===== config.mk =====
export PLATFORM = sky130hd
export DESIGN_NAME = ghrd_core
export DESIGN_NICKNAME = d
export VERILOG_FILES = /design/src/hw/ghrd_pkg.sv /design/src/hw/boot_program_buffer.sv /design/src/hw/ghrd_core.sv /design/src/hw/key_debounce.sv /design/src/hw/program_scanner.sv /design/src/hw/reset_pulse_gen.sv
export SDC_FILE = /design/constraint.sdc
export NUM_CORES = 1
export LEC_CHECK = 0
export ABC_AREA = 1
export BUFFER_PORTS_ARGS = -buffer_cell sky130_fd_sc_hd__buf_2
export CAP_MARGIN = 20
export CORE_ASPECT_RATIO = 1.25
export CORE_MARGIN = 4
export CORE_UTILIZATION = 45
export CTS_BUF_LIST = sky130_fd_sc_hd__clkbuf_8
export CTS_CLUSTER_SIZE = 30
export DETAILED_ROUTE_END_ITERATION = 6
export GPL_TIMING_DRIVEN = 0
export HOLD_SLACK_MARGIN = 0.06
export RECOVER_POWER = 100
export SYNTH_ARGS = -nofsm -noshare
export SYNTH_HDL_FRONTEND = slang
export SYNTH_SLANG_ARGS = --single-unit
export TNS_END_PERCENT = 100

===== constraint.sdc =====
create_clock -name fpga_clk_50 -period 1.7 [get_ports fpga_clk_50]
set_input_delay 0.17 -clock fpga_clk_50 [delete_from_list [all_inputs] [get_ports fpga_clk_50]]
set_output_delay 0.17 -clock fpga_clk_50 [all_outputs]
set_load 0.005 [all_outputs]

===== src/hw/ghrd_pkg.sv =====
`default_nettype none

package ghrd_pkg;

  // ====================
  // widths
  // ====================
  localparam int NUM_KEYS    = 2;  // two push buttons
  localparam int PROG_ADDR_W = 3;  // eight buffer entries
  localparam int PROG_DATA_W = 8;  // one byte per entry, same as the led bank

  typedef logic [PROG_ADDR_W-1:0] prog_addr_t;
  typedef logic [PROG_DATA_W-1:0] prog_word_t;  // also the led type

  // boot word from the loader
  // address sits in the top three bits
  typedef struct packed {
    prog_addr_t addr;  // instruction[10:8]
    prog_word_t data;  // instruction[7:0]
  } instr_word_t;

  // ====================
  // reset requests
  // ====================
  localparam int COLD_PULSE_CYCLES  = 6;
  localparam int WARM_PULSE_CYCLES  = 2;
  localparam int DEBUG_PULSE_CYCLES = 32;

  // bit positions in reset_req
  localparam int RESET_KIND_COLD  = 0;
  localparam int RESET_KIND_WARM  = 1;
  localparam int RESET_KIND_DEBUG = 2;

endpackage

`default_nettype wire


===== src/hw/boot_program_buffer.sv =====
`timescale 1ns/100ps
`default_nettype none

module boot_program_buffer (
  input  wire logic                 fpga_clk_50,
  input  wire logic                 rst_n,
  input  wire logic                 wr_en,    // boot load strobe
  input  wire ghrd_pkg::prog_addr_t wr_addr,
  input  wire ghrd_pkg::prog_word_t wr_data,
  input  wire ghrd_pkg::prog_addr_t rd_addr,
  output ghrd_pkg::prog_word_t      rd_data   // one cycle after rd_addr
);

  import ghrd_pkg::*;

  localparam int DEPTH = 1 << PROG_ADDR_W;

  prog_word_t mem [DEPTH];  // program bytes

  // write port, last word wins
  always_ff @(posedge fpga_clk_50 or negedge rst_n) begin
    if (!rst_n) begin
      mem <= '{default: '0};  // empty program
    end else if (wr_en) begin
      mem[wr_addr] <= wr_data;
    end
  end

  // registered read, old data on a same-address write
  always_ff @(posedge fpga_clk_50 or negedge rst_n) begin
    if (!rst_n) begin
      rd_data <= '0;
    end else begin
      rd_data <= mem[rd_addr];
    end
  end

endmodule

`default_nettype wire


===== src/hw/ghrd_core.sv =====
`timescale 1ns/100ps
`default_nettype none

module ghrd_core #(
  parameter int DEBOUNCE_TICKS = 50000,      // 1 ms at 50 MHz
  parameter int SCAN_DIV       = 25_000_000  // two steps a second
) (
  input  wire logic                          fpga_clk_50,
  input  wire logic                          rst_n,
  input  wire logic [ghrd_pkg::NUM_KEYS-1:0] key,               // active low
  input  wire logic [3:0]                    sw,
  input  wire logic [2:0]                    reset_req,         // cold, warm, debug
  input  wire logic                          boot_loader_flag,  // low while loading
  input  wire ghrd_pkg::instr_word_t         instruction,
  output ghrd_pkg::prog_word_t               led,
  output logic                               hps_cold_reset,
  output logic                               hps_warm_reset,
  output logic                               hps_debug_reset
);

  import ghrd_pkg::*;

  // ====================
  // internal nets
  // ====================
  logic [NUM_KEYS-1:0] keys_pressed;
  logic                wr_en;
  prog_addr_t          wr_addr;
  prog_word_t          wr_data;
  prog_addr_t          rd_addr;
  prog_word_t          rd_data;

  assign wr_en   = ~boot_loader_flag;  // load mode
  assign wr_addr = instruction.addr;
  assign wr_data = instruction.data;

  // button cleanup
  key_debounce #(
    .WIDTH          (NUM_KEYS),
    .DEBOUNCE_TICKS (DEBOUNCE_TICKS)
  ) key_debounce_inst (
    .fpga_clk_50  (fpga_clk_50),
    .rst_n        (rst_n),
    .key          (key),
    .keys_pressed (keys_pressed)
  );

  // ====================
  // reset request pulses
  // ====================
  reset_pulse_gen #(
    .PULSE_EXT (COLD_PULSE_CYCLES)
  ) pulse_cold_reset (
    .fpga_clk_50 (fpga_clk_50),
    .rst_n       (rst_n),
    .req         (reset_req[RESET_KIND_COLD]),
    .pulse       (hps_cold_reset)
  );

  reset_pulse_gen #(
    .PULSE_EXT (WARM_PULSE_CYCLES)
  ) pulse_warm_reset (
    .fpga_clk_50 (fpga_clk_50),
    .rst_n       (rst_n),
    .req         (reset_req[RESET_KIND_WARM]),
    .pulse       (hps_warm_reset)
  );

  reset_pulse_gen #(
    .PULSE_EXT (DEBUG_PULSE_CYCLES)
  ) pulse_debug_reset (
    .fpga_clk_50 (fpga_clk_50),
    .rst_n       (rst_n),
    .req         (reset_req[RESET_KIND_DEBUG]),
    .pulse       (hps_debug_reset)
  );

  // ====================
  // program path
  // ====================
  boot_program_buffer boot_buffer_inst (
    .fpga_clk_50 (fpga_clk_50),
    .rst_n       (rst_n),
    .wr_en       (wr_en),
    .wr_addr     (wr_addr),
    .wr_data     (wr_data),
    .rd_addr     (rd_addr),
    .rd_data     (rd_data)
  );

  program_scanner #(
    .SCAN_DIV (SCAN_DIV)
  ) scanner_inst (
    .fpga_clk_50  (fpga_clk_50),
    .rst_n        (rst_n),
    .run          (boot_loader_flag),
    .show_program (sw[0]),           // program bytes vs status view
    .keys_pressed (keys_pressed),
    .cold_pulse   (hps_cold_reset),
    .warm_pulse   (hps_warm_reset),
    .debug_pulse  (hps_debug_reset),
    .rd_addr      (rd_addr),
    .rd_data      (rd_data),
    .led          (led)
  );

endmodule

`default_nettype wire


===== src/hw/key_debounce.sv =====
`timescale 1ns/100ps
`default_nettype none

module key_debounce #(
  parameter int WIDTH          = 2,
  parameter int DEBOUNCE_TICKS = 50000  // 1 ms at 50 MHz
) (
  input  wire logic             fpga_clk_50,
  input  wire logic             rst_n,
  input  wire logic [WIDTH-1:0] key,          // raw buttons, active low
  output logic      [WIDTH-1:0] keys_pressed  // clean, active high
);

  // counter must reach DEBOUNCE_TICKS-1
  localparam int               CNT_W    = $clog2(DEBOUNCE_TICKS + 1);
  localparam logic [CNT_W-1:0] CNT_LAST = CNT_W'(DEBOUNCE_TICKS - 1);

  for (genvar i = 0; i < WIDTH; i++) begin : g_key
    logic [1:0]       sync_q;      // two-flop sync, already inverted
    logic [CNT_W-1:0] stable_cnt;  // cycles the raw level disagreed
    logic             pressed_q;
    logic             differ;

    assign differ          = sync_q[1] ^ pressed_q;
    assign keys_pressed[i] = pressed_q;

    // ====================
    // synchronizer
    // ====================
    always_ff @(posedge fpga_clk_50 or negedge rst_n) begin
      if (!rst_n) begin
        sync_q <= '0;  // released
      end else begin
        sync_q <= {sync_q[0], ~key[i]};
      end
    end

    // ====================
    // stability counter
    // ====================
    always_ff @(posedge fpga_clk_50 or negedge rst_n) begin
      if (!rst_n) begin
        stable_cnt <= '0;
        pressed_q  <= 1'b0;
      end else if (!differ) begin
        stable_cnt <= '0;  // bounce back, start over
      end else if (stable_cnt == CNT_LAST) begin
        stable_cnt <= '0;
        pressed_q  <= sync_q[1];  // held long enough, take it
      end else begin
        stable_cnt <= stable_cnt + 1'b1;
      end
    end
  end

endmodule

`default_nettype wire


===== src/hw/program_scanner.sv =====
`timescale 1ns/100ps
`default_nettype none

module program_scanner #(
  parameter int SCAN_DIV = 25_000_000  // cycles per pointer step
) (
  input  wire logic                          fpga_clk_50,
  input  wire logic                          rst_n,
  input  wire logic                          run,           // high after boot load
  input  wire logic                          show_program,  // sw[0]
  input  wire logic [ghrd_pkg::NUM_KEYS-1:0] keys_pressed,
  input  wire logic                          cold_pulse,
  input  wire logic                          warm_pulse,
  input  wire logic                          debug_pulse,
  output ghrd_pkg::prog_addr_t               rd_addr,
  input  wire ghrd_pkg::prog_word_t          rd_data,
  output ghrd_pkg::prog_word_t               led
);

  import ghrd_pkg::*;

  localparam int               DIV_W    = $clog2(SCAN_DIV + 1);
  localparam logic [DIV_W-1:0] DIV_LAST = DIV_W'(SCAN_DIV - 1);

  logic [DIV_W-1:0] div_cnt;
  logic             step;         // clock enable, one cycle per period
  prog_addr_t       scan_ptr;
  logic [1:0]       cap_pipe;     // step delayed to meet rd_data
  prog_word_t       scan_word;
  prog_word_t       status_view;

  assign step = run && (div_cnt == DIV_LAST);

  // ====================
  // divider and pointer
  // ====================
  always_ff @(posedge fpga_clk_50 or negedge rst_n) begin
    if (!rst_n) begin
      div_cnt  <= '0;
      scan_ptr <= '0;
    end else if (!run) begin
      div_cnt  <= '0;  // load mode, park at entry 0
      scan_ptr <= '0;
    end else if (step) begin
      div_cnt  <= '0;
      scan_ptr <= scan_ptr + 1'b1;  // 7 wraps to 0
    end else begin
      div_cnt <= div_cnt + 1'b1;
    end
  end

  // ====================
  // scan word capture
  // ====================
  // ptr moves at T, rd_data at T+1, capture at T+2
  always_ff @(posedge fpga_clk_50 or negedge rst_n) begin
    if (!rst_n) begin
      cap_pipe  <= '0;
      scan_word <= '0;
    end else begin
      cap_pipe <= {cap_pipe[0], step};
      if (cap_pipe[1]) begin
        scan_word <= rd_data;
      end
    end
  end

  assign rd_addr = scan_ptr;

  // ptr | cold warm debug | keys
  assign status_view = {scan_ptr, cold_pulse, warm_pulse, debug_pulse, keys_pressed};

  assign led = show_program ? scan_word : status_view;

endmodule

`default_nettype wire


===== src/hw/reset_pulse_gen.sv =====
`timescale 1ns/100ps
`default_nettype none

module reset_pulse_gen #(
  parameter int PULSE_EXT = 6  // pulse length in cycles
) (
  input  wire logic fpga_clk_50,
  input  wire logic rst_n,
  input  wire logic req,    // level from the request source
  output logic      pulse   // fixed-length reset request
);

  localparam int               CNT_W    = $clog2(PULSE_EXT + 1);
  localparam logic [CNT_W-1:0] CNT_LOAD = CNT_W'(PULSE_EXT - 1);

  logic             req_q;       // request, registered once
  logic             req_dly;     // previous req_q
  logic             rise;
  logic [CNT_W-1:0] remain_cnt;  // cycles left after the current one

  assign rise = req_q & ~req_dly;

  // ====================
  // edge detect
  // ====================
  always_ff @(posedge fpga_clk_50 or negedge rst_n) begin
    if (!rst_n) begin
      req_q   <= 1'b0;
      req_dly <= 1'b0;
    end else begin
      req_q   <= req;
      req_dly <= req_q;
    end
  end

  // ====================
  // pulse stretch
  // ====================
  always_ff @(posedge fpga_clk_50 or negedge rst_n) begin
    if (!rst_n) begin
      remain_cnt <= '0;
      pulse      <= 1'b0;
    end else if (pulse) begin
      // busy, further edges dropped
      if (remain_cnt == '0) begin
        pulse <= 1'b0;
      end else begin
        remain_cnt <= remain_cnt - 1'b1;
      end
    end else if (rise) begin
      pulse      <= 1'b1;
      remain_cnt <= CNT_LOAD;  // this cycle counts as the first
    end
  end

endmodule

`default_nettype wire


Yosys cells after proc, flatten, opt, wreduce, memory -nomap -nowiden
Cells that the tools add are included.
{ "classes": {"n_addsub": 7, "order_cmp": 3, "n_eq_ne": 7, "n_mux": 33, "n_bitwise": 12, "n_reduce_logical": 13} }
{ "op_table": {"columns": ["operator", "count"], "rows": [
  ["$bwmux 64", 1],
  ["$mux 16", 4],
  ["$mux 25", 2],
  ["$add 16x1->16 const B", 2],
  ["$eq 16x16->1 const B", 2],
  ["$mux 8", 4],
  ["$add 25x1->25 const B", 1],
  ["$eq 25x25->1 const B", 1],
  ["$bmux 8 s3", 1],
  ["$demux 8 s3", 1],
  ["$mux 6", 3],
  ["$mux 3", 5],
  ["$reduce_and 2->1", 5],
  ["$mux 1", 9],
  ["$ge 4x4->1 const B", 2],
  ["$not 3->4", 2],
  ["$logic_not 6->1", 1],
  ["$mux 2", 3],
  ["$ne 2x2->1 const B", 3],
  ["$reduce_bool 2->1", 3],
  ["$sub 6x1->6 const B", 1],
  ["$not 1->1", 5],
  ["$lt 4x1->1 const B", 1],
  ["$add 3x1->3 const B", 1],
  ["other kinds (8)", 12]
]} }
{ "totals": {"reg_bits": 168, "out_inout_bits": 11} }

Logic depth before layout (Yosys ltp)
Gate-level depths: netlist of the first run.
{ "logic_depth": {"word_depth": 6, "ltp_mapped": 10} }

By module
A second synthesis of the first run with hierarchy kept.
{ "unflattened": {"cells_unflattened": 1127, "hier_area_um2": 8638.3} }
{ "by_module_without_submodules": {"columns": ["mod", "n_inst", "cells_each", "area_each_um2", "seq_area_each_um2"], "rows": [
  ["boot_program_buffer", 1, 447, 3389.5, 1801.7],
  ["program_scanner", 1, 313, 2197.1, 950.9],
  ["key_debounce", 1, 259, 2059.5, 950.9],
  ["reset_pulse_gen (pulse_debug_reset)", 1, 56, 504.2, 225.2],
  ["reset_pulse_gen (pulse_cold_reset)", 1, 30, 281.5, 150.1],
  ["reset_pulse_gen (pulse_warm_reset)", 1, 21, 202.7, 125.1],
  ["ghrd_core", 1, 1, 3.8, 0.0]
]} }

Worst setup path before layout of the first run
OpenSTA, ideal clock, no wires.
{ "synth_timing": {"path_kind": "register to register", "start": "register scanner_inst.div_cnt[0]", "end": "register scanner_inst.scan_ptr[1], in the netlist scanner_inst.rd_addr[1]", "t_arrival_ns": 1.226, "required_ns": 1.570, "setup_slack_ns": 0.344, "path_stages_with_launch": 10, "n_path_buf": 1, "synth_period_minus_slack_ns": 1.356, "cell_sequence": "dfrtp_1 > ha_1 > nand3_2 > nor2_4 > inv_2 > nor2_1 > nand2_1 > nand2_2 > buf_6 > o21ai_1"} }
{ "synth_via": {"elab_chain_len": 3} }
{ "synth_lines": {"columns": ["element", "line_no", "source"], "rows": [
  ["from (decl)", "program_scanner.sv:25", "logic [DIV_W-1:0] div_cnt;"],
  ["from (signal assigned)", "program_scanner.sv:48", "div_cnt <= div_cnt + 1'b1;"],
  ["$eq 25x25->1", "program_scanner.sv:32", "assign step = run && (div_cnt == DIV_LAST);"],
  ["$logic_and 1x1->1", "program_scanner.sv:32", null],
  ["$ne 2x1->1 (no source line)", null, null],
  ["to (signal assigned)", "program_scanner.sv:46", "scan_ptr <= scan_ptr + 1'b1;"],
  ["to (decl)", "program_scanner.sv:27", "prog_addr_t scan_ptr;"]
]} }
No other way between the ends.
A chain may end at the register's enable or synchronous reset.

Worst setup path in the final report of the first run
{ "layout_timing": {"start": "register scanner_inst.scan_ptr[0], in the netlist scanner_inst.rd_addr[0]", "end": "output led[5]"} }
{ "layout_via": {"elab_chain_len": 1} }
{ "layout_lines": {"columns": ["element", "line_no", "source"], "rows": [
  ["$mux 8", "program_scanner.sv:73", "assign led = show_program ? scan_word : status_view;"],
  ["to (decl)", "ghrd_core.sv:15", "output ghrd_pkg::prog_word_t led,"]
]} }
No other way between the ends.

==> impl_metrics.csv, run 1 <==
group,metric,value,unit
run_status,outcome,"finished clean",
timing,maxSlewViolCount,0,
detailed_routing,via_per_inst,4.96,
global_route,antenna_found_initial,0,
floorplan,die_h,156,um
clocking,root_buffer,"clkbuf_8",
detailed_routing,finalWirelength,17300,um
timing,worst_slew_pin_slew,618,ps
timing,fmax,618,MHz
worst_setup_path,end_kind,"primary output",
floorplan,die-area,19700,um^2
finish,area_growth,12.2,%
finish,fin_area,8860,um^2
detailed_routing,ant_nets,0,
worst_setup_path,r2r_cells,9,
finish,diodes,0,
global_route,use_met3,3.56,%
global_route,grtUsageMet2,32.4,%
worst_setup_path,arrival,1450,ps
timing,rsz0062_at_grt,"false",
worst_setup_path,crit_path_start_kind,"register",
worst_setup_path,cp.depth,4,
floorplan,ios,34,
detailed_routing,drt_iter0_markers,290,
finish,drive_gt1_share,10.4,%
worst_setup_path,path_buf_inv,3,
worst_setup_path,critPathMaxStageDelay,430,ps
global_route,grt_usage,18.6,%
clocking,max-clock-path-buffers,2,
placed_design,place_congestion,0.872,
synth,syn_inst,950,
floorplan,num_rows,53,
finish,final_nets,1039,
global_route,grt_max_degree,118,
power_and_ir_drop,vdd_drop_max,0.690,mV
power_and_ir_drop,p_leak,4.09,nW
synth,syn_nets,982,
global_route,gr-usage-met1,23.1,%
floorplan,die_w,126,um
floorplan,core,17000,um^2
timing,setup_viol,0,
detailed_routing,vias,6146,
global_route,grt_first_pass_wirelength,29600,um
clocking,insertion_delay,470,ps
timing,layout_setup_ws,81.7,ps
global_route,overflow,0,
worst_setup_path,crit_family,"buffers and inverters",
detailed_routing,wl_per_cell,14.0,um
synth,seq_area_frac_synth,53.2,%
flow_run,cap_violations,0,
finish,post-route-util,52.0,%
clocking,cts_tree,"yes",
global_route,busiest_layer,"met2",
timing,relSlewSlack,58.8,%
placed_design,dp_slack,29.7,ps
finish,fill_cells,1641,
synth,synth.distinct_cells,34,
placed_design,port_buffers,30,
synth,yosys_warnings,0,
hold_path,hold_path.startpoint,"instruction[6]",
synth,synth-seq-cells,168,
placed_design,dpl_cell_area,8360,um^2
clocking,clock_sinks,168,
detailed_routing,drc,0,
finish,ff_latch_area,4210,um^2
worst_setup_path,path_class,"register to primary output",
hold_path,holdPathStages,3,
worst_setup_path,critPathMaxFanout,10,
worst_setup_path,crit-reg2reg-launch,"scanner_inst.div_cnt[0]$_DFF_PN0_",
clocking,numCtsBuffers,17,
worst_setup_path,rr_endpoint,"scanner_inst.rd_addr[1]$_DFFE_PN0P_",
timing,fin_crit,1620,ps
timing,fin_crit_sh,95.2,%
hold_path,hold_end,"boot_buffer_inst.mem[22]$_DFFE_PN0P_",
floorplan,start_util,46.3,%
clocking,cts.clk_slew.worst_paths,90,ps
timing,hold_viol_final,0,
power_and_ir_drop,power,0.00904,W
finish,multi_input_area,3240,um^2
synth,avgSynthCellArea,8.31,um^2
worst_setup_path,required,1530,ps
synth,syn_area,7900,um^2
worst_setup_path,crit_path_top_delay_cell,"dfrtp_2",
timing,finClkSkew,10.1,ps
clocking,htree_num_levels,4,
power_and_ir_drop,powerDensity,1020,nW/um^2
hold_path,hold_path_class,"primary input to register",
detailed_routing,drt-pass1-iter-count,5,
worst_setup_path,path_cells,"inv_2 -> clkbuf_8 -> o21ai_1 -> buf_2",
global_route,grt_pass1_vias,6100,
worst_setup_path,r2r_setup_slack,130,ps
placed_design,dp_hpwl,12500,um
per-stage QoR:
stage / hold slack [ps] / setup TNS [ps] / std cells
floorplan: -126 / 0 / 950
global placement: 277 / -374090 / 1200
detailed placement: 119 / 0 / 1201
CTS: 92.8 / 0 / 1240
global route: 125 / 0 / 1240
finish: 115 / 0 / 1240
area by class of cell:
class | instances | share of cell area (%)
Tap cell | 220 | 3.11
Inverter | 94 | 4.04
Timing Repair Buffer | 39 | 2.88
Multi-Input combinational cell | 667 | 36.6
Clock inverter | 14 | 1.92
Clock buffer | 18 | 2.80
Sequential cell | 168 | 47.5
Buffer | 20 | 1.14
sequential cells by signal (all words and copies together), names as in the netlist, 4 cells and up:
name                                cells
scanner_inst.scan_word                  8
boot_buffer_inst.rd_data                8
scanner_inst.div_cnt                   25
key_debounce_inst.g_key.stable_cnt     32
key_debounce_inst.g_key.sync_q          4
pulse_debug_reset.remain_cnt            6
boot_buffer_inst.mem                   64
how the worst max path moves through the flow:
| stage | slack, ps | start | to |
|---|---|---|---|
| floorplan | 340 | scanner_inst.div_cnt[0]$_DFF_PN0_ | scanner_inst.rd_addr[1]$_DFFE_PN0P_ |
| global placement | -2240 | rst_n | boot_buffer_inst.mem[43]$_DFFE_PN0P_ |
| detailed placement | 30 | scanner_inst.rd_addr[0]$_DFFE_PN0P_ | led[5] |
| CTS | 10 | scanner_inst.rd_addr[1]$_DFFE_PN0P_ | led[6] |
| global route | 0.7 | scanner_inst.rd_addr[0]$_DFFE_PN0P_ | led[5] |
| finish | 80 | scanner_inst.rd_addr[0]$_DFFE_PN0P_ | led[5] |
layout by cell type (no fill, tap or decap), drive strengths merged, types with 18 or more instances in the layout:
cell type and instances:
buf 27, clkbuf 43, dfrtp 168, inv 100
nand2 215, nand3 42, nor2 168, nor3 29
o21ai 121, o22ai 18
Yosys cell counts, drive strengths merged:
cell type	count	area (um^2)
o21ai	121	606
nor3b	3	27.5
xor2	16	140
o22ai	18	113
dfrtp	168	4200
xnor2	9	78.8
o211ai	1	7.51
nor3	29	160
mux2	6	67.6
nand4	12	75.1
nand3	42	235
o21bai	1	7.51
a21oi	11	55.1
a21o	2	15.0
nor4	1	6.26
a21boi	1	7.51
nor2	168	689
or2	2	12.5
inv	93	349
ha	9	113
clkinv	1	3.75
nand2	215	822
clkbuf	9	33.8
buf	12	66.3
kinds of logic (layout without fill, tap and decap cells):
| logic type | count (synthesis) | in the layout | share of synthesized area, % |
|---|---|---|---|
| compound gates | 155 | 155 | 10.3 |
| xor+xnor | 25 | 25 | 2.77 |
| flops | 168 | 168 | 53.2 |
| fa+ha+maj | 9 | 9 | 1.43 |
| buf+inv | 115 | 185 | 5.74 |
| simple gates | 472 | 472 | 25.7 |
| mux | 6 | 6 | 0.856 |
power by group:
part	leakage (nW)	total (W)	internal (W)	switching, W
sequential	2.18	0.00478	0.00450	0.000279
clock	0.218	0.00301	0.00150	0.00150
combinational	1.69	0.00125	0.000474	0.000773
total	4.09	0.00904	0.00648	0.00256
worst register-to-register path: cells and delay by family, from the launching register on:
kind                       cells  cell delay [ps]
adders and majority gates      1              230
and+or+nand+nor                5              570
AOI/OAI and AO/OA              1               60
buffers and inverters          2              200
DFF                            1              400
repair_timing:
item,CTS,global route
endpoints found under the hold margin,58,0
setup endpoints to repair,3,15
hold buffers,7,0
setup buffers,1,0
resized for setup,12,5
routing by layer:
metal,share of wire (%),vias to the layer above
met1,44,2854
li1,-,3177
met3,3.0,28
met4,1.9,0
met5,0,-
met2,51,87
Note: power is estimated with default switching activity, not from simulation.
==> run 2: changes to the inputs <==
==> constraint.sdc (replaced) <==
create_clock -name fpga_clk_50 -period 1.7 [get_ports fpga_clk_50]
set_input_delay 0.34 -clock fpga_clk_50 [delete_from_list [all_inputs] [get_ports fpga_clk_50]]
set_output_delay 0.34 -clock fpga_clk_50 [all_outputs]
set_load 0.005 [all_outputs]
==> run 2 against run 1 <==
  * Critical endpoint is now led[7]
  * Setup slack got worse by 4.2 ps
  * Clock power about the same
  * Largest power group unchanged
  * Die area unchanged
  * Combinational power about the same
  * Global-route usage increased by 0.22 points
  * Wire length increased by 0.91%
  * Design area increased by 0.90%
  * Critical path depth unchanged
  * Utilization increased by 0.47 points
  * Sequential power about the same
  * Clock skew about the same
==> impl_metrics.csv, run 2 (synthesized netlist as in run 1, its figures left out) <==
group,metric,value,unit
finish,diodes,0,
floorplan,ios,34,
detailed_routing,drc,0,
worst_setup_path,r2r_setup_slack,110,ps
clocking,numCtsBuffers,17,
detailed_routing,vias,6189,
finish,largest_reg_flops,64,
worst_setup_path,path_class,"register to primary output",
power_and_ir_drop,p_seq_share,52.7,%
hold_path,holdPathStages,3,
worst_setup_path,r2r_cells,6,
finish,final_cell_mix,"209 x nand2_1, 165 x dfrtp_1, 158 x nor2_1, 109 x o21ai_0, 87 x inv_1",
detailed_routing,drt_iter0_markers,309,
detailed_routing,routed.top_layer,"met4",
flow_run,cap_violations,0,
global_route,grt_pass1_vias,6187,
finish,regMostFlops,"boot_buffer_inst.mem",
clocking,clock_sinks,168,
detailed_routing,wl_per_cell,14.0,um
clocking,max-clock-path-buffers,2,
finish,ff_latch_area,4210,um^2
global_route,overflow,0,
global_route,grt_max_degree,118,
floorplan,die-area,19700,um^2
worst_setup_path,rr_endpoint,"boot_buffer_inst.rd_data[0]$_DFF_PN0_",
power_and_ir_drop,p_leak,4.14,nW
detailed_routing,wl_met1,7670,um
clocking,insertion_delay,460,ps
finish,final_nets,1047,
power_and_ir_drop,powerDensity,1010,nW/um^2
timing,rsz0062_at_grt,"false",
detailed_routing,drt-pass1-iter-count,4,
timing,relSlewSlack,56.5,%
worst_setup_path,crit_family,"flip-flops",
run_status,outcome,"finished clean",
global_route,grt_first_pass_wirelength,30000,um
placed_design,dp_hpwl,12500,um
power_and_ir_drop,power,0.00907,W
placed_design,port_buffers,30,
global_route,antenna_found_initial,0,
timing,setup_viol,0,
worst_setup_path,end_kind,"primary output",
detailed_routing,wl_met2,8900,um
clocking,cts.clk_slew.worst_paths,80,ps
floorplan,core,17000,um^2
power_and_ir_drop,vdd_drop_max,0.694,mV
detailed_routing,wl_met3,473,um
hold_path,hold_path_class,"primary input to register",
timing,fin_crit,1620,ps
floorplan,die_w,126,um
finish,drive_gt1_share,11.6,%
power_and_ir_drop,p_int,0.00651,W
detailed_routing,finalWirelength,17500,um
worst_setup_path,crit_path_start_kind,"register",
worst_setup_path,arrival,1280,ps
floorplan,start_util,46.3,%
timing,maxSlewViolCount,0,
finish,fill_cells,1631,
timing,fin_crit_sh,95.4,%
worst_setup_path,critPathMaxStageDelay,370,ps
clocking,root_buffer,"clkbuf_8",
floorplan,die_h,156,um
hold_path,hold_path.startpoint,"boot_loader_flag",
hold_path,hold_end,"scanner_inst.rd_addr[1]$_DFFE_PN0P_",
timing,worst_slew_pin_slew,653,ps
power_and_ir_drop,p_sw,0.00256,W
timing,hold_viol_final,0,
finish,top_regs,"boot_buffer_inst.mem: 64 flops, key_debounce_inst.g_key.stable_cnt: 32 flops, scanner_inst.div_cnt: 25 flops",
worst_setup_path,path_cells,"buf_6 -> inv_8 -> o21ai_4 -> buf_1",
finish,post-route-util,52.4,%
finish,area_growth,13.2,%
detailed_routing,ant_nets,0,
placed_design,place_congestion,0.872,
clocking,cts_tree,"yes",
global_route,grt_usage,18.8,%
finish,final_common_cell,"nand2_1",
detailed_routing,via_per_inst,4.96,
floorplan,num_rows,53,
timing,finClkSkew,10.4,ps
power_and_ir_drop,swShare,28.2,%
worst_setup_path,crit-reg2reg-launch,"scanner_inst.rd_addr[0]$_DFFE_PN0P_",
power_and_ir_drop,clkPwrFrac,33.1,%
finish,multi_input_area,3260,um^2
power_and_ir_drop,combPwrFrac,14.2,%
worst_setup_path,critPathMaxFanout,9,
timing,fmax,616,MHz
worst_setup_path,required,1360,ps
worst_setup_path,path_buf_inv,3,
clocking,htree_num_levels,4,
worst_setup_path,crit_path_top_delay_cell,"dfrtp_1",
run 2: cell type report:
cell class | count | share of cell area [%]
sequential | 168 | 47.1
multi-input combinational | 667 | 36.5
inverter | 94 | 4.09
timing repair buffer | 48 | 3.53
tap | 220 | 3.08
clock buffer | 18 | 2.77
clock inverter | 14 | 1.90
buffer | 19 | 1.01
run 2: timing repair:
| item | CTS | global route |
|---|---|---|
| hold buffers | 6 | 0 |
| gates resized for setup | 23 | 4 |
| pin swaps | 1 | 2 |
| hold endpoints to repair | 56 | 0 |
| setup endpoints to repair | 4 | 17 |
| buffers inserted | 6 | 5 |
run 2: how the worst max path moves through the flow:
stage,to,slack [ps],depth (start not counted),from
final,led[7],80,4,scanner_inst.rd_addr[2]$_DFFE_PN0P_
after detailed placement,led[5],-140,4,scanner_inst.rd_addr[0]$_DFFE_PN0P_
after floorplan,scanner_inst.rd_addr[1]$_DFFE_PN0P_,340,9,scanner_inst.div_cnt[0]$_DFF_PN0_
after global placement,boot_buffer_inst.mem[43]$_DFFE_PN0P_,-2410,1,rst_n
after global routing,led[4],0.3,3,pulse_cold_reset.pulse$_DFF_PN0_
after CTS,led[5],-30,4,scanner_inst.rd_addr[0]$_DFFE_PN0P_
run 2: power by group through the flow:
| stage | Sequential (W) | Combinational, W | Clock (W) |
|---|---|---|---|
| after CTS | 0.00478 | 0.00128 | 0.00311 |
| final | 0.00478 | 0.00128 | 0.00300 |
| after global routing | 0.00484 | 0.00154 | 0.00329 |
| after global placement | 0.00485 | 0.00123 | 0 |
| after detailed placement | 0.00485 | 0.00127 | 0 |
| after floorplan | 0.00478 | 0.000871 | 0 |
run 2: worst reg2reg max path, cell delays in order, from the launching register on:
cell and delay, ps:
dfrtp_2 410, buf_4 170, clkbuf_1 400, nor2_1 110, o22ai_1 230, nand2_1 110
nand2_1 100
run 2: through the flow:
stage / instance area, um^2 / setup WS (ps) / hold WS (ps) / setup TNS, ps / std cells
floorplan: 7900 / 344 / 44.4 / 0 / 950
global placement: 8320 / -2410 / 336 / -402840 / 1200
detailed placement: 8360 / -140 / 289 / -203 / 1201
CTS: 8940 / -28.7 / 177 / -49.0 / 1244
global route: 8940 / 0.346 / 263 / 0 / 1248
finish: 8940 / 77.5 / 266 / 0 / 1248
run 2: per-layer routing:
metal	track usage, %	vias up
li1	-	3190
met1	23.1	2876
met2	32.5	87
met3	3.77	36
met4	7.56	0
met5	0	-
